**config.mk**
```make
export PLATFORM = sky130hd
export DESIGN_NAME = vexec_ctrl
export DESIGN_NICKNAME = d
export VERILOG_FILES = /design/src/verilog/vexec_pkg.sv /design/src/verilog/vexec_ctrl.sv
export SDC_FILE = /design/constraint.sdc
export NUM_CORES = 1
export LEC_CHECK = 0
export BUFFER_PORTS_ARGS = -buffer_cell sky130_fd_sc_hd__buf_2
export CORE_AREA = 5 5 42 44
export CTS_CLUSTER_DIAMETER = 30
export DETAILED_ROUTE_END_ITERATION = 12
export DIE_AREA = 0 0 47 49
export SYNTH_ARGS = -nofsm -noshare
export SYNTH_HDL_FRONTEND = slang
export SYNTH_SLANG_ARGS = --single-unit
```
**constraint.sdc**
```tcl
create_clock -name clk_i -period 3.6 [get_ports clk_i]
set_input_delay 0.54 -clock clk_i [delete_from_list [all_inputs] [get_ports clk_i]]
set_output_delay 0.54 -clock clk_i [all_outputs]
set_load 0.02 [all_outputs]
```
**src/verilog/vexec_pkg.sv**
```systemverilog
// Shared vector unit types; lane and tile widths are fixed at 32-bit elements and a 2x2 tile
`default_nettype none

package vexec_pkg;

    // ====================
    // Widths and types
    // ====================
    localparam int ELEM_W = 32;
    localparam int ACC_W  = 64;

    typedef logic [ELEM_W-1:0] elem_t;
    typedef logic [ACC_W-1:0]  acc_t;
    typedef logic [6:0]        funct7_t;

    // Matrix tile geometry
    localparam int MM_DIM   = 2;
    localparam int MM_ELEMS = MM_DIM * MM_DIM;

    // ====================
    // Function codes
    // ====================
    localparam funct7_t FUNCT7_VMAC  = 7'h01;
    localparam funct7_t FUNCT7_VADD  = 7'h02;
    localparam funct7_t FUNCT7_VSUB  = 7'h03;
    localparam funct7_t FUNCT7_VMUL  = 7'h04;
    localparam funct7_t FUNCT7_VMMUL = 7'h08;

    // Decoded element-wise operation
    typedef enum logic [2:0] {
        LANE_NONE = 3'd0,
        LANE_MAC  = 3'd1,
        LANE_ADD  = 3'd2,
        LANE_SUB  = 3'd3,
        LANE_MUL  = 3'd4
    } lane_op_t;

    // Matmul command, one strobe set per cycle
    typedef struct packed {
        logic load;
        logic feed;
        logic k;
        logic capture;
    } mm_cmd_t;

endpackage

`default_nettype wire
```
**src/verilog/vexec_ctrl.sv**
```systemverilog
// Operation controller; one op in flight, single registered done pulse, unknown codes give zero
`timescale 1ns/1ps
`default_nettype none

module vexec_ctrl
    import vexec_pkg::*;
(
    input  wire logic     clk_i,
    input  wire logic     rst_ni,

    input  wire logic     start_i,
    input  wire funct7_t  funct7_i,

    output lane_op_t      lane_op_o,
    output logic          lane_capture_o,
    output mm_cmd_t       mm_cmd_o,
    output logic          done_o
);

    typedef enum logic [1:0] {
        CTRL_IDLE     = 2'd0,
        CTRL_MM_K0    = 2'd1,
        CTRL_MM_K1    = 2'd2,
        CTRL_MM_STORE = 2'd3
    } ctrl_state_e;

    ctrl_state_e state_q;
    ctrl_state_e state_d;
    lane_op_t    dec_op;
    logic        accept;
    logic        is_mmul;
    logic        done_q;

    // ====================
    // Decode and accept
    // ====================
    always_comb begin
        case (funct7_i)
            FUNCT7_VMAC: dec_op = LANE_MAC;
            FUNCT7_VADD: dec_op = LANE_ADD;
            FUNCT7_VSUB: dec_op = LANE_SUB;
            FUNCT7_VMUL: dec_op = LANE_MUL;
            default:     dec_op = LANE_NONE;
        endcase
    end

    // Only taken when nothing is in flight
    assign accept  = start_i && (state_q == CTRL_IDLE);
    assign is_mmul = (funct7_i == FUNCT7_VMMUL);

    // Unknown codes also capture here, with LANE_NONE giving zero
    assign lane_capture_o = accept && !is_mmul;
    assign lane_op_o      = accept ? dec_op : LANE_NONE;

    // ====================
    // Matmul sequencing
    // ====================
    always_comb begin
        state_d  = state_q;
        mm_cmd_o = '0;
        case (state_q)
            CTRL_IDLE: begin
                if (accept && is_mmul) begin
                    mm_cmd_o.load = 1'b1;
                    state_d       = CTRL_MM_K0;
                end
            end
            CTRL_MM_K0: begin
                // First k-step overwrites the accumulators
                mm_cmd_o.feed = 1'b1;
                mm_cmd_o.k    = 1'b0;
                state_d       = CTRL_MM_K1;
            end
            CTRL_MM_K1: begin
                mm_cmd_o.feed = 1'b1;
                mm_cmd_o.k    = 1'b1;
                state_d       = CTRL_MM_STORE;
            end
            CTRL_MM_STORE: begin
                mm_cmd_o.capture = 1'b1;
                state_d          = CTRL_IDLE;
            end
            default: begin
                state_d = CTRL_IDLE;
            end
        endcase
    end

    always_ff @(posedge clk_i or negedge rst_ni) begin
        if (!rst_ni) begin
            state_q <= CTRL_IDLE;
            done_q  <= 1'b0;
        end else begin
            state_q <= state_d;
            // Pulse follows whichever capture happened this edge
            done_q  <= lane_capture_o || mm_cmd_o.capture;
        end
    end

    assign done_o = done_q;

endmodule

`default_nettype wire

```
# After elaboration in Yosys (flattened, before gate mapping)
# Index checks and enable logic that the tools add are counted.
[totals]
input_bits = 10
regBits = 3
output_inout_bits = 9
[op_classes]
n_eq_ne = 9
reduce_logical = 6
mux = 8
[ops]
columns = ["op", "n"]
rows = [
  ["== test 7 x 2 -> 1 bit (second input constant)", 2],
  ["case mux 3 bit (4 select lines)", 1],
  ["case mux 2 bit (4 select lines)", 1],
  ["== test 7 x 1 -> 1 bit (second input constant)", 1],
  ["== test 7 x 3 -> 1 bit (second input constant)", 1],
  ["== test 7 x 4 -> 1 bit (second input constant)", 1],
  ["== test 2 bit (second input constant)", 2],
  ["case mux 2 bit (2 select lines)", 1],
  ["logical AND 1 bit", 3],
  ["two-way mux 1 bit", 3],
  ["two-way mux 3 bit", 1],
  ["== test 2 x 1 -> 1 bit (second input constant)", 1],
  ["logical NOT 2 bit", 1],
  ["two-way mux 2 bit", 1],
  ["inequality test 2 x 1 -> 1 bit (second input constant)", 1],
  ["logical NOT 1 bit", 1],
  ["logical OR 1 bit", 1],
]

# Logic depth before layout (Yosys ltp)
[logic_depth]
word_depth = 5
ltp_mapped = 5
mapped_depth_nobuf = 5

# Least setup slack after synthesis
# OpenSTA, ideal clock, no wires.
[synth_path]
path_type = "input port to output port"
from = "in funct7_i[5]"
to = "out lane_op_o[0]"
path_slack_ns = 1.376
path_buffers = 0
t_arrival_ns = 1.684
path_stages = 3
path_cell_list = "nor3_2 > nand3_1 > nor4b_1"
[synth_via]
elab_chain_len = 3
word_cells_on_any_way = 6
[synth_rtl]
columns = ["item", "line", "source"]
rows = [
  ["start, declared", "vexec_ctrl.sv:12", "input wire funct7_t funct7_i,"],
  ["== test 7 x 3 -> 1 bit, or another cell as far along", "vexec_ctrl.sv:38", "case (funct7_i)"],
  ["case mux 3 bit (4 select lines) *", "vexec_ctrl.sv:38", ""],
  ["two-way mux 3 bit *", "vexec_ctrl.sv:53", "assign lane_op_o = accept ? dec_op : LANE_NONE;"],
  ["end, declared", "vexec_ctrl.sv:14", "output lane_op_t lane_op_o,"],
]
# Mark *: on every way between the ends. The rest lies on a longest branch, timed or not.

# Worst setup path after layout
[layout_path]
from = "reg state_q[0]"
to = "out lane_op_o[0]"
[layout_via]
elab_chain_len = 3
[layout_rtl]
columns = ["item", "line", "source"]
rows = [
  ["start, declared", "vexec_ctrl.sv:27", "ctrl_state_e state_q;"],
  ["start signal, assigned", "vexec_ctrl.sv:94", "state_q <= state_d;"],
  ["logical NOT 2 bit", "vexec_ctrl.sv:48", "assign accept = start_i && (state_q == CTRL_IDLE);"],
  ["logical AND 1 bit", "vexec_ctrl.sv:48", ""],
  ["two-way mux 3 bit", "vexec_ctrl.sv:53", ""],
]
# No other way between the ends.

==> flow_summary.json <==
{
  "status": "finished clean",
  "rrSetupSlack_ns": 2.20,
  "final_nets": 63,
  "vias": 270,
  "met3_wirelength_um": 72,
  "core-area_mm2": 0.00140,
  "synth_adder_area_share": 0.182,
  "slew_viol_final": 0,
  "yosys.area_share.simple": 0.323,
  "ys_seq_area_frac": 0.273,
  "cp_max_fo": 4,
  "finalHoldViolCount": 0,
  "grt_pass1_wl_um": 972,
  "synth_cells": 27,
  "synth_area_um2": 275,
  "maxCapViolations": 0,
  "io_pins": 19,
  "wl_met1_um": 224,
  "max_stage_delay_ns": 0.37,
  "vdd.ir_drop.worst_mv": 0.317,
  "cts_made_buffers": 3,
  "overflow": 0,
  "routed_wl_um": 626,
  "drt-pass1-iter-count": 4,
  "n_antenna_cell": 0,
  "grt_use_total": 0.0649,
  "grt_pass1_vias": 253,
  "cts-root-buf": "clkbuf_4",
  "synth_top_family_by_area": "simple AND/OR/NAND/NOR gates",
  "path_class": "reg -> out",
  "holdCritPathClass": "in -> async",
  "tightest_slew_ns": 0.268,
  "cp_cell_sequence": "inv_1, ha_1, nand3_1, nor4b_1, buf_2",
  "async_flop_share": 1.00,
  "cts.sinks": 3,
  "crit_required_ns": 3.06,
  "timing.setup.tns_ns": 0,
  "antenna_found_initial": 0,
  "synthMostInstantiatedCell": "ha_1",
  "ys_top_cells_by_count": "ha_1, dfrtp_1, inv_1",
  "max_freq_ghz": 0.477,
  "area_growth_pct": 46.8,
  "clock_latency_ns": 0.23,
  "crit_arrival_ns": 1.56,
  "slowest_stage": "dfrtp_1",
  "die_h_um": 49,
  "routed-wl-met2_um": 321,
  "clk_pin_slew_ns": 0.04,
  "layout-drive-gt1-share": 0.542,
  "via_per_inst": 4.22,
  "drtAntennaViolNets": 0,
  "worstSetupEndpointType": "output pin",
  "grt_max_degree": 5,
  "avgSynthCellArea_um2": 10.2,
  "die_area_mm2": 0.00230,
  "top_layer": "met4",
  "h-tree-depth": 1,
  "relSlewSlack": 0.821,
  "finalSetupViolCount": 0,
  "synth_xor_area_frac": 0,
  "dp_hpwl_um": 548,
  "muxShareOfSynthArea": 0.0909,
  "clock_skew_ns": 0.0000875,
  "drtIter0Drc": 1,
  "route.detailed.drc": 0,
  "synth-seq-cells": 3,
  "cts_tree": "yes",
  "synth_ff_type": "dfrtp_1",
  "synth-compound-area-share": 0.0636,
  "die_w_um": 47,
  "rsz0062_at_grt": "false",
  "initial_utilization": 0.196,
  "ys_warn_count": 0,
  "numPortBuffers": 18,
  "post-route-min-period_ns": 2.10,
  "synth-edff-count": 0,
  "synth_top_area_cell": "dfrtp_1",
  "globalplace.congestion": 0.638,
  "rows": 14,
  "post_drt_wl_per_cell_um": 9.78,
  "finalCritPeriodShare": 0.582,
  "post_cts_buffers": 0,
  "ctsHoldBuffers": 0,
  "utilization": 0.288,
  "cp-start-kind": "flop",
  "synthDistinctLibCells": 17,
  "power.leakage_nw": 0.215,
  "clockBufferDepth": 2,
  "cts_resized": 0,
  "synth_area_leaders": "dfrtp_1, ha_1, nor4b_4",
  "yosysTopAreaCellShare": 0.273,
  "power-per-cell-area_mw_per_mm2": 749,
  "synthesis.nets": 41
}
[worst max-delay path, delay by kind of cell, from the launching register on]
family	cells	cell delay, ns
flops	1	0.37
simple gates	2	0.41
fa+ha+maj	1	0.21
buf+inv	2	0.33
[layout make-up]
cell class / instances / area [um^2]
clock buffers: 4 / 26.3
fillers: 164 / 997
inverters: 3 / 11.3
multi-input cells: 20 / 181
flip-flops and latches: 3 / 75.1
well taps: 16 / 20.0
repair buffers: 18 / 90.1
[registers in the layout, summed over array words and instances (netlist names)]
name and flops:
state_q 2, done_o 1
[kinds of logic (layout without fill, tap and decap cells)]
kind of cell	after synthesis	count (layout)
and+or+nand+nor	12	12
adders and majority gates	4	4
buffers and inverters	4	25
DFF	3	3
AOI/OAI and AO/OA	2	2
muxes	2	2
[cells in the final DEF, fill, tap and decap left out]
| master | netlist | routed |
|---|---|---|
| nand3_1 | 1 | 1 |
| nor4b_1 | 2 | 2 |
| nor4b_4 | 1 | 1 |
| nor3_1 | 1 | 1 |
| mux2_4 | 1 | 1 |
| dfrtp_1 | 3 | 3 |
| buf_2 | 0 | 18 |
| nand2_1 | 2 | 2 |
| clkbuf_1 | 0 | 1 |
| a31oi_2 | 1 | 1 |
| nor2_1 | 2 | 2 |
| inv_1 | 3 | 3 |
| nor2b_1 | 1 | 1 |
| nor3_2 | 1 | 1 |
| a21oi_1 | 1 | 1 |
| clkbuf_4 | 0 | 3 |
| ha_1 | 4 | 4 |
| mux2i_1 | 1 | 1 |
| or2_2 | 1 | 1 |
[stage by stage]
step,hold slack (ns),setup slack [ns],total power (W),cells,area (um^2)
finish,0.0942,1.50,0.000302,64,404
floorplan,0.244,1.38,0.000213,27,275
global route,0.0703,1.34,0.000338,64,404
CTS,0.0816,1.46,0.000311,64,404
global placement,0.337,1.52,0.000244,60,378
detailed placement,0.338,1.49,0.000248,60,378
[metal layers]
metal  vias up  track usage
li1        134            -
met1       124       0.0530
met2        10       0.0905
met3         2       0.0701
met4         0       0.0415
met5         -            0
[path summary, 6_finish.rpt]
| path | from | endpoint | cells after the start |
|---|---|---|---|
| min | rst_ni | state_q[0] | 1 |
| max reg2reg | state_q[0] | state_q[1] | 5 |
| max in group asynchronous | rst_ni | done_o | 1 |
| max | state_q[0] | lane_op_o[0] | 5 |
| min in group clk_i | state_q[1] | state_q[1] | 1 |
| min reg2reg | state_q[1] | state_q[1] | 1 |
[report_power, final]
group           total, W  internal (W)  switching, W  leakage, nW
sequential     0.0000627     0.0000521     0.0000106       0.0360
clock          0.0000597     0.0000416     0.0000181       0.0150
combinational   0.000180     0.0000781      0.000102        0.164
total           0.000302      0.000172      0.000131        0.215
Power figures use the tool's default switching activity.
