## config.mk

```make
export PLATFORM = sky130hd
export DESIGN_NAME = result_stage
export DESIGN_NICKNAME = d
export VERILOG_FILES = /design/src/verilog/vexec_pkg.sv /design/src/verilog/result_stage.sv
export SDC_FILE = /design/constraint.sdc
export NUM_CORES = 1
export LEC_CHECK = 0
export BUFFER_PORTS_ARGS = -buffer_cell sky130_fd_sc_hd__buf_2
export CORE_AREA = 2 2 254 256
export CTS_BUF_LIST = sky130_fd_sc_hd__clkbuf_8
export CTS_CLUSTER_DIAMETER = 50
export CTS_CLUSTER_SIZE = 16
export DETAILED_ROUTE_END_ITERATION = 16
export DIE_AREA = 0 0 256 258
export GPL_ROUTABILITY_DRIVEN = 1
export PLACE_DENSITY_LB_ADDON = 0.08
export RECOVER_POWER = 25
export SLEW_MARGIN = 20
export SYNTH_ARGS = -nofsm -noshare
export SYNTH_HDL_FRONTEND = slang
export SYNTH_SLANG_ARGS = --single-unit
```

## constraint.sdc

```tcl
create_clock -name clk_i -period 0.8 [get_ports clk_i]
set_input_delay 0.16 -clock clk_i [delete_from_list [all_inputs] [get_ports clk_i]]
set_output_delay 0.16 -clock clk_i [all_outputs]
set_load 0.01 [all_outputs]
```

## src/verilog/vexec_pkg.sv

```systemverilog
// Shared vector unit types; lane and tile widths are fixed at 32-bit elements and a 2x2 tile
`default_nettype none

package vexec_pkg;

    // ====================
    // Widths and types
    // ====================
    localparam int ELEM_W = 32;
    localparam int ACC_W  = 64;

    typedef logic [ELEM_W-1:0] elem_t;
    typedef logic [ACC_W-1:0]  acc_t;
    typedef logic [6:0]        funct7_t;

    // Matrix tile geometry
    localparam int MM_DIM   = 2;
    localparam int MM_ELEMS = MM_DIM * MM_DIM;

    // ====================
    // Function codes
    // ====================
    localparam funct7_t FUNCT7_VMAC  = 7'h01;
    localparam funct7_t FUNCT7_VADD  = 7'h02;
    localparam funct7_t FUNCT7_VSUB  = 7'h03;
    localparam funct7_t FUNCT7_VMUL  = 7'h04;
    localparam funct7_t FUNCT7_VMMUL = 7'h08;

    // Decoded element-wise operation
    typedef enum logic [2:0] {
        LANE_NONE = 3'd0,
        LANE_MAC  = 3'd1,
        LANE_ADD  = 3'd2,
        LANE_SUB  = 3'd3,
        LANE_MUL  = 3'd4
    } lane_op_t;

    // Matmul command, one strobe set per cycle
    typedef struct packed {
        logic load;
        logic feed;
        logic k;
        logic capture;
    } mm_cmd_t;

endpackage

`default_nettype wire
```

## src/verilog/result_stage.sv

```systemverilog
// Result register; holds until the next capture, matmul captures zero all elements above 3
`timescale 1ns/1ps
`default_nettype none

module result_stage
    import vexec_pkg::*;
#(
    parameter int NUM_ELEMS = 8
) (
    input  wire logic                   clk_i,
    input  wire logic                   rst_ni,

    input  wire logic                   lane_capture_i,
    input  wire elem_t [NUM_ELEMS-1:0]  lane_result_i,
    input  wire mm_cmd_t                mm_cmd_i,
    input  wire elem_t [MM_ELEMS-1:0]   tile_result_i,

    output elem_t [NUM_ELEMS-1:0]       result_o
);

    elem_t [NUM_ELEMS-1:0] mm_vec;

    // Tile product packed into the low elements
    always_comb begin
        mm_vec                 = '0;
        mm_vec[MM_ELEMS-1:0]   = tile_result_i;
    end

    // ====================
    // Capture register
    // ====================
    always_ff @(posedge clk_i or negedge rst_ni) begin
        if (!rst_ni) begin
            result_o <= '0;
        end else if (lane_capture_i) begin
            result_o <= lane_result_i;
        end else if (mm_cmd_i.capture) begin
            result_o <= mm_vec;
        end
    end

endmodule

`default_nettype wire

```

# After elaboration in Yosys (flattened, before gate mapping)

Index checks and enable logic that the tools add are counted.
W data, S select, Z words.

Flip-flop bits (word level): 256
Input bits: 391
Logic and storage cells: 11

Muxes and demuxes: 2
Reduce and logical (&&, ||, !) cells: 1

Operator list:

| operator           | number |
|---|---|
| $mux W256          | 2 |
| $reduce_bool A2 Y1 | 1 |

# Logic depth before layout (Yosys ltp)

Gate-level depths: netlist of run 1.

Depth in word-level cells: 2
Mapped depth: 5
Depth with buffers taken out: 2

# Least setup slack after synthesis of run 1

No wires, ideal clock.

Kind: input-to-reg
Start: input port mm_cmd_i[0] (netlist bit)
End: register result_o[11] (netlist bit)
Data arrival time: 0.905 ns
Stages on the path: 5
Library setup time: 0.132 ns
Data required time: 0.668 ns
Path slack: -0.238 ns
Cell sequence: buf_2 > buf_4 > buf_4 > mux2i_1 > o21ai_1

Word-level cells in the longest chain between the ends: 1

Ends and longest elaborated chain:

| what                         | RTL line           | text |
|---|---|---|
| start: declaration           | result_stage.sv:15 | `input wire mm_cmd_t mm_cmd_i,` |
| $reduce_bool A2 Y1 (no line) | --                 |  |
| end signal: assignment       | result_stage.sv:36 | `result_o <= lane_result_i;` |
| end signal: assignment       | result_stage.sv:38 | `result_o <= mm_vec;` |
| end: declaration             | result_stage.sv:18 | `output elem_t [NUM_ELEMS-1:0] result_o` |

Every way passes these cells.
A chain may end at the register's enable or synchronous reset.

# Final worst setup path of run 1

Start: register result_o[130] (netlist bit)
End: output port result_o[130] (netlist bit)

No word-level cell between the ends.

==> results by group, run 1 <==
Power and ir drop
  – Psw: 10.32 mW
  – Int Pwr: 26.68 mW
  – Power density cells: approximately 1700 mW/mm²
  – Pleak: 10.56 nW
  – Sequential share of power: 40.0%
  – Clock power share: 37.8%
  – Worst vdd ir: between 0.0009 and 0.001 V
  – Combinational group share of total power: approximately 22%
  – Switching share of total power: 27.90%
  – PnR Total Power: 37.01 mW

Timing
  – Post-route setup slack: -0.5799 ns
  – Highest clock rate: 0.7247 GHz
  – Final setup vio count: 451
  – Hold Fails Final Rpt: 0
  – Worst Tran Pin Value: 0.6055 ns
  – Fin crit period: 1.380 ns
  – Final period utilization: 172.5%
  – TNS Setup: -134.41 ns
  – Clock Skew: 0 ns
  – Max-slew violations: 0
  – Slew margin rel.: between 50% and 60%
  – Unrepaired setup endpoints after global routing: yes

Yosys
  – Warnings from Yosys: 0
  – Post-synthesis cell type count: 10
  – Synthesized net count: between 1000 and 1500
  – Seq/Total Area, Yosys: 61.55%
  – Gate Count Post-Synth: 840
  – Area of the mapped netlist: 0.01041 mm²
  – Synthesized area per cell: ~12 µm²
  – Synth Register Bits: 256

Clocking
  – CTS buffer count: 48
  – H-tree lvl count: 2
  – CTS Root Cell: clkbuf_8
  – Insertion delay to the later sink of the worst-skew pair: 0.59 ns
  – CTS tree: built
  – Clk slew on worst S/H paths: approximately 0.070 ns
  – Clock Path Buffers: 3
  – Sink Count: 256

Finish
  – Biggest regs: result_o x256
  – Register area: 0.006410 mm²
  – Max reg flops: 256
  – Most flop-heavy register: result_o
  – Final core utilization: between 30 and 40%
  – Area Growth Syn to Fin: 104.1%
  – Fill cells: ~6600
  – Fin nets: 2357
  – Post-route cell area: 0.02125 mm²
  – Fraction of layout cells with a size suffix above 1: 41.81%
  – Area of the multi-input gates: 0.003535 mm²

Route
  – Initial DRC count: 375
  – Final WL: a little under 50000 µm
  – DR pass1 iterations: 5
  – Detail Route Antenna Nets: 0
  – Routed WL per cell: 16.80 µm
  – Via count: around 11000
  – Avg Vias per Cell: 3.857
  – DRC errors left: 0

Worst setup path
  – Crit-path leading delay family: flip-flops
  – CP Launch Type: register
  – Worst path arrival time: 1.22 ns
  – Crit path cell chain: buf_2
  – Worst Path Buf+Inv: 1
  – Nature of the critical path endpoint: output pin
  – Max FO, Critical Path: 2
  – Crit Path Category: register to output pin
  – Max incr delay on CP: approximately 0.44 ns
  – Crit path max-delay cell type: dfrtp_1
  – Required time worst endpoint: 0.64 ns

Floorplanning
  – Die Footprint: between 0.06 and 0.07 mm²
  – Initial core utilization: 16.35%
  – Core footprint: about 0.064 mm²
  – Row Count: 93
  – Chip height: about 260 µm
  – Die X: 256 µm
  – Number of I/O pins: between 600 and 700

GRT
  – Initial antenna violation count: 3
  – Largest net degree at the start of global routing: just over 60
  – Global-route wire length before repair: 72470 µm
  – Global route overflow: 0
  – GRT Overall Usage: 14.09%
  – Vias in the first global route: 11960

Worst hold path
  – Hold Crit Class: input pin to register

Outcome
  – Status: finished with violations
  – Violated checks: negative setup slack

Place
  – Placed inst area: about 0.015 mm²
  – DP Worst Slack: -0.3877 ns
  – Gp weighted congestion: slightly above 0.8
  – Number of buffers added on ports: 643
  – HPWL Detailed: ~35000 µm

Flow run
  – Max Cap Viol: 0
## placed cells by master, fill, tap and decap left out
master	synthesis	final
dfrtp_2	0	3
mux2i_1	128	128
inv_1	0	10
clkbuf_2	0	4
o21ai_1	128	128
clkinv_4	0	1
nor2_4	0	1
buf_6	15	164
clkbuf_8	0	58
dlygate4sd3_1	0	390
diode_2	0	3
bufinv_16	0	4
buf_12	0	18
buf_8	0	1
buf_2	29	495
nand2_1	128	128
clkinv_2	0	10
clkinvlp_4	0	4
buf_4	15	74
a22o_1	128	128
dfrtp_1	256	253
## power groups by stage
stage | Combinational (mW) | Sequential [mW] | Clock [mW]
after floorplan | 1.98 | 15.3 | 0
after global placement | 5.75 | 14.9 | 0
after detailed placement | 5.73 | 14.8 | 0
after CTS | 8.06 | 14.8 | 14.7
after global routing | 8.91 | 14.9 | 15.3
final | 8.22 | 14.8 | 14.0
## Yosys cell counts
library cell	n	area [µm²]
dfrtp_1	256	6406
clkbuf_1	12	45.04
buf_4	15	112.6
nor2_2	1	6.260
buf_6	15	168.9
buf_2	29	145.1
a22o_1	128	1121
o21ai_1	128	640.6
mux2i_1	128	1281
nand2_1	128	480.5
## routing by layer
metal / global-route usage (%) / part of all wire [%] / up-vias
met5: 0 / 0 / -
met4: 3.850 / 2.1 / 0
met3: 4.574 / 7.6 / 69
met2: 25.27 / 51 / 423
met1: 16.01 / 39 / 5259
li1: - / - / 5279
## worst paths after layout
path,start,to,slack [ns],cells past startpoint
max,result_o[130]$_DFFE_PN0P_,result_o[130],-0.58,1
min,lane_capture_i,result_o[76]$_DFFE_PN0P_,0.03,3
max reg2reg,result_o[8]$_DFFE_PN0P_,result_o[8]$_DFFE_PN0P_,-0.16,4
min reg2reg,result_o[137]$_DFFE_PN0P_,result_o[137]$_DFFE_PN0P_,0.49,1
max in group asynchronous,rst_ni,result_o[62]$_DFFE_PN0P_,-0.11,4
min in group asynchronous,rst_ni,result_o[117]$_DFFE_PN0P_,0.24,3
## per-stage QoR
step / hold slack (ns) / std cells
floorplan: -0.1356 / 840
global placement: -0.03426 / 2321
detailed placement: -0.03170 / 2321
global route: 0.004823 / 2860
finish: 0.02531 / 2860
CTS: 0.01969 / 2821
## logic make-up (layout without fill, tap and decap cells)
logic type             after synthesis  in the layout  share of synthesized area (%)
buffers and inverters               71           1233                          4.532
other                                0              3                              0
AO/OA/AOI/OAI                      256            256                          16.93
multiplexers                       128            128                          12.31
AND/OR/NAND/NOR                    129            129                          4.677
flip-flops                         256            256                          61.55
## cell type report
type	count	share of cell area, %
Antenna cell	3	0.03534
Clock buffer	57	3.693
Clock inverter	29	1.160
Multi-Input combinational cell	513	16.64
Sequential cell	256	30.17
Tap cell	855	5.035
Timing Repair Buffer	1147	43.27
## what timing repair did
item	in CTS	in global routing
gates resized for setup	181	38
hold buffers	391	3
endpoints found under the setup margin	256	295
hold endpoints to repair	512	6
pin swaps	0	10
setup buffers	23	47
Note: power is estimated with default switching activity, not from simulation.
==> run 2, diff against run 1 <==
- CORE_AREA: 2 2 254 256 -> 5 5 250 252
- DIE_AREA: 0 0 256 258 -> 0 0 255 257
==> run 2 against run 1 <==
The run still ends with negative setup slack left. Wire length is 4.3% higher. Setup slack better by 0.053 ns. Count of clock-buffer cells in the layout is 5 lower. Clock power is 4% higher. Non-clock buffer count is 9 higher. Die area is 0.78% lower. First-iteration DRC count is 10% lower. Final cell count is 2.5% lower. Largest cell class unchanged.
==> results by group, run 2 (synthesized netlist as in run 1, its figures left out) <==
Worst setup path
  – Crit Path Category: register to output pin
  – Nature of the critical path endpoint: output pin
  – Crit path cell chain: buf_2
  – Crit-path leading delay family: flip-flops
  – Worst Path Buf+Inv: 1 (unchanged)
  – Worst path arrival time: 1.17 ns (-0.05 ns)
  – CP Launch Type: register
  – Max incr delay on CP: 0.43 ns (about the same)
  – Required time worst endpoint: 0.64 ns (about the same)
  – Critical R2R Launch: result_o[25]$_DFFE_PN0P_
  – Setup crit start: result_o[245]$_DFFE_PN0P_
  – Crit path max-delay cell type: dfrtp_1
  – Max FO, Critical Path: 2 (unchanged)

GRT
  – Vias in the first global route: 12420 (+3.9%)
  – GRT Overall Usage: 14.42% (+0.34 points)
  – Global-route wire length before repair: 74120 µm (+2.3%)
  – Largest net degree at the start of global routing: 95 (+53%)
  – Global route overflow: 0 (unchanged)
  – Initial antenna violation count: 3 (unchanged)

Place
  – HPWL Detailed: 36710 µm (+5.1%)
  – Number of buffers added on ports: 643 (unchanged)
  – Gp weighted congestion: 0.7797 (-3.4%)

Timing
  – Slew margin rel.: 59.44% (-0.19 points)
  – Final setup vio count: 486 (+7.8%)
  – Unrepaired setup endpoints after global routing: yes
  – Post-route setup slack: -0.5268 ns (+0.05305 ns)
  – Worst Tran Pin Value: 0.6084 ns (+0.002851 ns)
  – Hold Fails Final Rpt: 0 (unchanged)
  – Max-slew violations: 0 (unchanged)
  – Final period utilization: 165.9% (-6.6 points)
  – Fin crit period: 1.327 ns (-0.05305 ns)
  – TNS Setup: -135.73 ns (-1.315 ns)
  – Hold slack final: 0.1003 ns (+0.07496 ns)
  – Clock Skew: 0 ns (unchanged)
  – Highest clock rate: 0.7537 GHz (+4.0%)

Floorplanning
  – Die Footprint: 0.06554 mm² (-0.78%)
  – Core footprint: 0.05991 mm² (-5.9%)
  – Die X: 255 µm (-0.39%)
  – Number of I/O pins: 647 (unchanged)
  – Row Count: 90 (-3.2%)
  – Chip height: 257 µm (-0.39%)
  – Initial core utilization: 17.37% (+1.0 points)

Finish
  – Area Growth Syn to Fin: 105.4%
  – Most flop-heavy register: result_o
  – Max reg flops: 256 (unchanged)
  – Most frequent cells in the layout: 490 x buf_2, 386 x dlygate4sd3_1, 255 x dfrtp_1
  – Biggest regs: result_o x256
  – Fin nets: 2361 (+0.17%)
  – Fraction of layout cells with a size suffix above 1: 42.32% (+0.51 points)
  – Commonest non-fill, non-tap cell in the layout: buf_2

Outcome
  – Status: finished with violations
  – Violated checks: negative setup slack

Route
  – Via count: 11120 (+0.77%)
  – Final WL: 50130 µm (+4.3%)
  – Avg Vias per Cell: 3.985 (+3.3%)
  – Initial DRC count: 337 (-10%)
  – DR pass1 iterations: 5 (unchanged)
  – DRC errors left: 0 (unchanged)
  – Detail Route Antenna Nets: 0 (unchanged)
  – Routed WL per cell: 17.97 µm (+7.0%)

Clocking
  – Clock Path Buffers: 3 (unchanged)
  – Clk slew on worst S/H paths: 0.08 ns (about the same)
  – CTS buffer count: 43 (-10%)
  – CTS Root Cell: clkbuf_8
  – H-tree lvl count: 2 (unchanged)
  – CTS tree: built
  – Insertion delay to the later sink of the worst-skew pair: 0.56 ns (-0.03 ns)
  – Sink Count: 256 (unchanged)

Flow run
  – Max Cap Viol: 0 (unchanged)

Worst hold path
  – Worst hold start: lane_capture_i
  – Hold Crit Class: input pin to register

Power and ir drop
  – Pleak: 10.62 nW (+0.62%)
  – PnR Total Power: 37.85 mW (+2.3%)
  – Worst vdd ir: 0.0009134 V (-8.4%)
  – Power density cells: 1770 mW/mm² (+1.6%)
[run 2: where the power goes]
part | internal [mW] | switching, mW
clock | 8.39 | 6.25
sequential | 14.0 | 0.759
combinational | 4.98 | 3.45
total | 27.4 | 10.5
[run 2: cell type report]
cell class / instances / area [µm²]
Fill cell: 6099 / 38530
Timing Repair Buffer: 1156 / 9375
Sequential cell: 256 / 6407
Multi-Input combinational cell: 513 / 3535
Tap cell: 782 / 978.4
Clock buffer: 52 / 715.7
Clock inverter: 27 / 360.3
Antenna cell: 3 / 7.507
[run 2: per-stage QoR]
step	area (µm²)	utilization [%]	instances	worst slack [ns]
5_1_grt	21380	35.69	2789	-0.6190
2_1_floorplan	10570	-	840	-0.1094
3_3_place_gp	14960	24.98	2254	-0.4080
3_5_place_dp	14960	24.98	2254	-0.4158
6_report	21380	35.69	2789	-0.5268
4_1_cts	20970	35.01	2758	-0.6216
[run 2: routing by layer]
layer	up-vias	track usage (%)	part of all wire (%)
met2	429	25.42	50
met4	0	4.021	2.5
li1	5279	-	-
met3	69	5.191	8.7
met5	-	0	0
met1	5338	16.43	39
[run 2: tightest hold or removal path, delay by kind of cell]
kind	cells	cell delay, ns
buffers and inverters	2	0.25
AO/OA/AOI/OAI	1	0.18
AND/OR/NAND/NOR	1	0.05
[run 2: repair_timing]
action	4_1_cts	5_1_grt
gates resized for setup	198	48
hold buffers	386	0
setup endpoints to repair	256	301
setup buffers	39	40
pin swaps	1	13
hold endpoints to repair	512	0
[run 2: path summary, 6_finish.rpt]
| path | end | cells past startpoint | slack (ns) |
|---|---|---|---|
| max | result_o[245] | 1 | -0.53 |
| min | result_o[220]$_DFFE_PN0P_ | 4 | 0.10 |
| max reg2reg | result_o[25]$_DFFE_PN0P_ | 3 | -0.07 |
| min reg2reg | result_o[148]$_DFFE_PN0P_ | 1 | 0.49 |
| max in group asynchronous | result_o[3]$_DFFE_PN0P_ | 4 | -0.17 |
| min in group asynchronous | result_o[178]$_DFFE_PN0P_ | 3 | 0.26 |
==> run 3, diff against run 2 <==
- MAX_ROUTING_LAYER: unset -> met4
==> run 3 against run 2 <==
The flow still finishes with violations (negative setup slack). Count of clock-buffer cells in the layout is the same. Wire length about the same. Combinational power about the same. Utilization is essentially flat. First-iteration DRC count decreased by 1.5%. Setup slack worse by 0.0037 ns. Non-clock buffer count stayed put. Critical path depth unchanged. Sequential power is essentially flat. Sequential share of layout area is essentially flat. Final area down 0.11%. Final cell count about the same. Critical path type unchanged.
==> results by group, run 3 (synthesized netlist as in run 1, its figures left out) <==
Outcome
  – Status: finished with violations
  – Violated checks: negative setup slack

Worst setup path
  – Crit path max-delay cell type: dfrtp_1
  – Crit Path Category: register to output pin
  – Nature of the critical path endpoint: output pin
  – Worst R2R End: result_o[25]$_DFFE_PN0P_
  – Required time worst endpoint: 0.64 ns (about the same)
  – Crit path cell chain: buf_2
  – Max incr delay on CP: 0.43 ns (about the same)
  – Worst path arrival time: 1.17 ns (about the same)
  – FF-to-FF path depth: 3 (unchanged)
  – R2R setup slack: -0.07 ns (about the same)
  – Worst Path Buf+Inv: 1 (unchanged)
  – Crit-path leading delay family: flip-flops
  – CP Launch Type: register
  – Max FO, Critical Path: 2 (unchanged)
  – Critical R2R Launch: result_o[25]$_DFFE_PN0P_

Finish
  – Fin nets: 2361 (unchanged)
  – Max reg flops: 256 (unchanged)
  – Fraction of layout cells with a size suffix above 1: 42.32% (unchanged)
  – Commonest non-fill, non-tap cell in the layout: buf_2
  – Most frequent cells in the layout: 494 x buf_2, 386 x dlygate4sd3_1, 255 x dfrtp_1
  – Area Growth Syn to Fin: 105.2%
  – Fill cells: 6104 (+0.082%)
  – Final core utilization: 35.65% (-0.038 points)
  – Non-Filler Instances: 2790 (+0.036%)
  – Biggest regs: result_o x256
  – Most flop-heavy register: result_o

Route
  – Routed WL per cell: 17.97 µm (about the same)
  – Detail Route Antenna Nets: 0 (unchanged)
  – DRC errors left: 0 (unchanged)
  – Avg Vias per Cell: 3.981 (-0.12%)
  – DR pass1 iterations: 4 (-1)
  – Final WL: 50140 µm (about the same)
  – Initial DRC count: 332 (-1.5%)
  – Via count: 11110 (-0.081%)

Clocking
  – CTS buffer count: 43 (unchanged)
  – Clk slew on worst S/H paths: 0.08 ns (about the same)
  – CTS tree: built
  – Clock Path Buffers: 3 (unchanged)
  – H-tree lvl count: 2 (unchanged)
  – Sink Count: 256 (unchanged)
  – Insertion delay to the later sink of the worst-skew pair: 0.56 ns (about the same)
  – CTS Root Cell: clkbuf_8

Floorplanning
  – Initial core utilization: 17.37% (unchanged)
  – Core footprint: 0.05991 mm² (unchanged)
  – Chip height: 257 µm (unchanged)
  – Die Footprint: 0.06554 mm² (unchanged)
  – Row Count: 90 (unchanged)
  – Die X: 255 µm (unchanged)
  – Number of I/O pins: 647 (unchanged)

Power and ir drop
  – Worst vdd ir: 0.0009132 V (about the same)
  – Sequential share of power: 39.0% (about the same)
  – Int Pwr: 27.37 mW (about the same)
  – Combinational group share of total power: 22.2% (about the same)
  – Switching share of total power: 27.75% (+0.10 points)
  – Clock power share: 38.8% (about the same)
  – PnR Total Power: 37.88 mW (about the same)
  – Psw: 10.51 mW (+0.45%)
  – Pleak: 10.61 nW (about the same)
  – Power density cells: 1774 mW/mm² (+0.19%)

Timing
  – Hold slack final: 0.1011 ns (+0.0008490 ns)
  – Unrepaired setup endpoints after global routing: yes
  – Hold Fails Final Rpt: 0 (unchanged)
  – Highest clock rate: 0.7516 GHz (-0.28%)
  – Final period utilization: 166.3% (+0.46 points)
  – Fin crit period: 1.331 ns (+0.003677 ns)
  – Max-slew violations: 0 (unchanged)
  – Final setup vio count: 486 (unchanged)
  – Post-route setup slack: -0.5305 ns (-0.003677 ns)
  – Slew margin rel.: 59.63% (+0.19 points)
  – Clock Skew: 0 ns (unchanged)
  – Worst Tran Pin Value: 0.6056 ns (-0.002815 ns)

Flow run
  – Max Cap Viol: 0 (unchanged)

Worst hold path
  – Worst hold start: lane_capture_i
  – Worst Hold End: result_o[220]$_DFFE_PN0P_
  – Hold Crit Class: input pin to register
  – Hold Path Depth: 4 (unchanged)

Place
  – DP Worst Slack: -0.4158 ns (unchanged)
  – Dpl cells: 2254 (unchanged)
  – Number of buffers added on ports: 643 (unchanged)
  – HPWL Detailed: 36710 µm (unchanged)
  – Gp weighted congestion: 0.7904 (+1.4%)

GRT
  – Global route overflow: 0 (unchanged)
  – Global-route wire length before repair: 74080 µm (about the same)
  – Initial antenna violation count: 4 (+1)
  – Largest net degree at the start of global routing: 95 (unchanged)
  – Vias in the first global route: 12420 (-0.024%)
  – GRT Overall Usage: 14.86% (+0.44 points)
run 3: cell count changes in the layout (fill, tap and decap cells not counted), sizes merged:
cell   previous run  this run
diode             3         4
run 3: repair_timing:
| item | 4_1_cts | 5_1_grt |
|---|---|---|
| hold buffers | 386 | 0 |
| setup endpoints to repair | 256 | 301 |
| gates cloned | 0 | 0 |
| resized for setup | 198 | 44 |
| pin swaps | 1 | 13 |
| hold endpoints to repair | 512 | 0 |
| buffers inserted | 39 | 40 |
run 3: worst max path at each step:
| stage | startpoint | end | slack (ns) | depth (start not counted) |
|---|---|---|---|---|
| global route | result_o[202]$_DFFE_PN0P_ | result_o[202] | -0.62 | 1 |
| detailed placement | mm_cmd_i[0] | result_o[199]$_DFFE_PN0P_ | -0.42 | 4 |
| global placement | mm_cmd_i[0] | result_o[225]$_DFFE_PN0P_ | -0.41 | 4 |
| finish | result_o[245]$_DFFE_PN0P_ | result_o[245] | -0.53 | 1 |
| CTS | result_o[133]$_DFFE_PN0P_ | result_o[133] | -0.62 | 1 |
| floorplan | mm_cmd_i[0] | result_o[0]$_DFFE_PN0P_ | -0.11 | 5 |
run 3: area by class of cell:
cell class	count	area [µm²]	area share [%]
Multi-Input combinational cell	513	3535	16.55
Timing Repair Buffer	1156	9350	43.78
Clock inverter	27	360.3	1.687
Sequential cell	256	6407	30.00
Clock buffer	52	715.7	3.351
Tap cell	782	978.4	4.581
Antenna cell	4	10.01	0.04687
run 3: through the flow:
stage	area [µm²]	setup TNS, ns
after floorplan	10570	-23.95
after global placement	14960	-77.25
after detailed placement	14960	-79.64
after CTS	20970	-141.15
after global routing	21360	-180.36
final	21360	-135.23
run 3: per-layer routing:
| layer | global-route usage (%) | wire (µm) | vias up |
|---|---|---|---|
| met2 | 25.47 | 25120 | 410 |
| met5 | - | 0 | - |
| met3 | 4.736 | 4042 | 66 |
| li1 | - | - | 5283 |
| met1 | 16.76 | 19750 | 5347 |
| met4 | 3.976 | 1227 | 0 |
run 3: power groups by stage:
stage	Clock [mW]	Combinational [mW]	Sequential, mW
6_report	14.7	8.41	14.8
5_1_grt	15.9	9.12	14.9
4_1_cts	15.4	8.27	14.7
3_5_place_dp	0	5.86	14.8
3_3_place_gp	0	5.86	14.8
2_1_floorplan	0	1.98	15.3
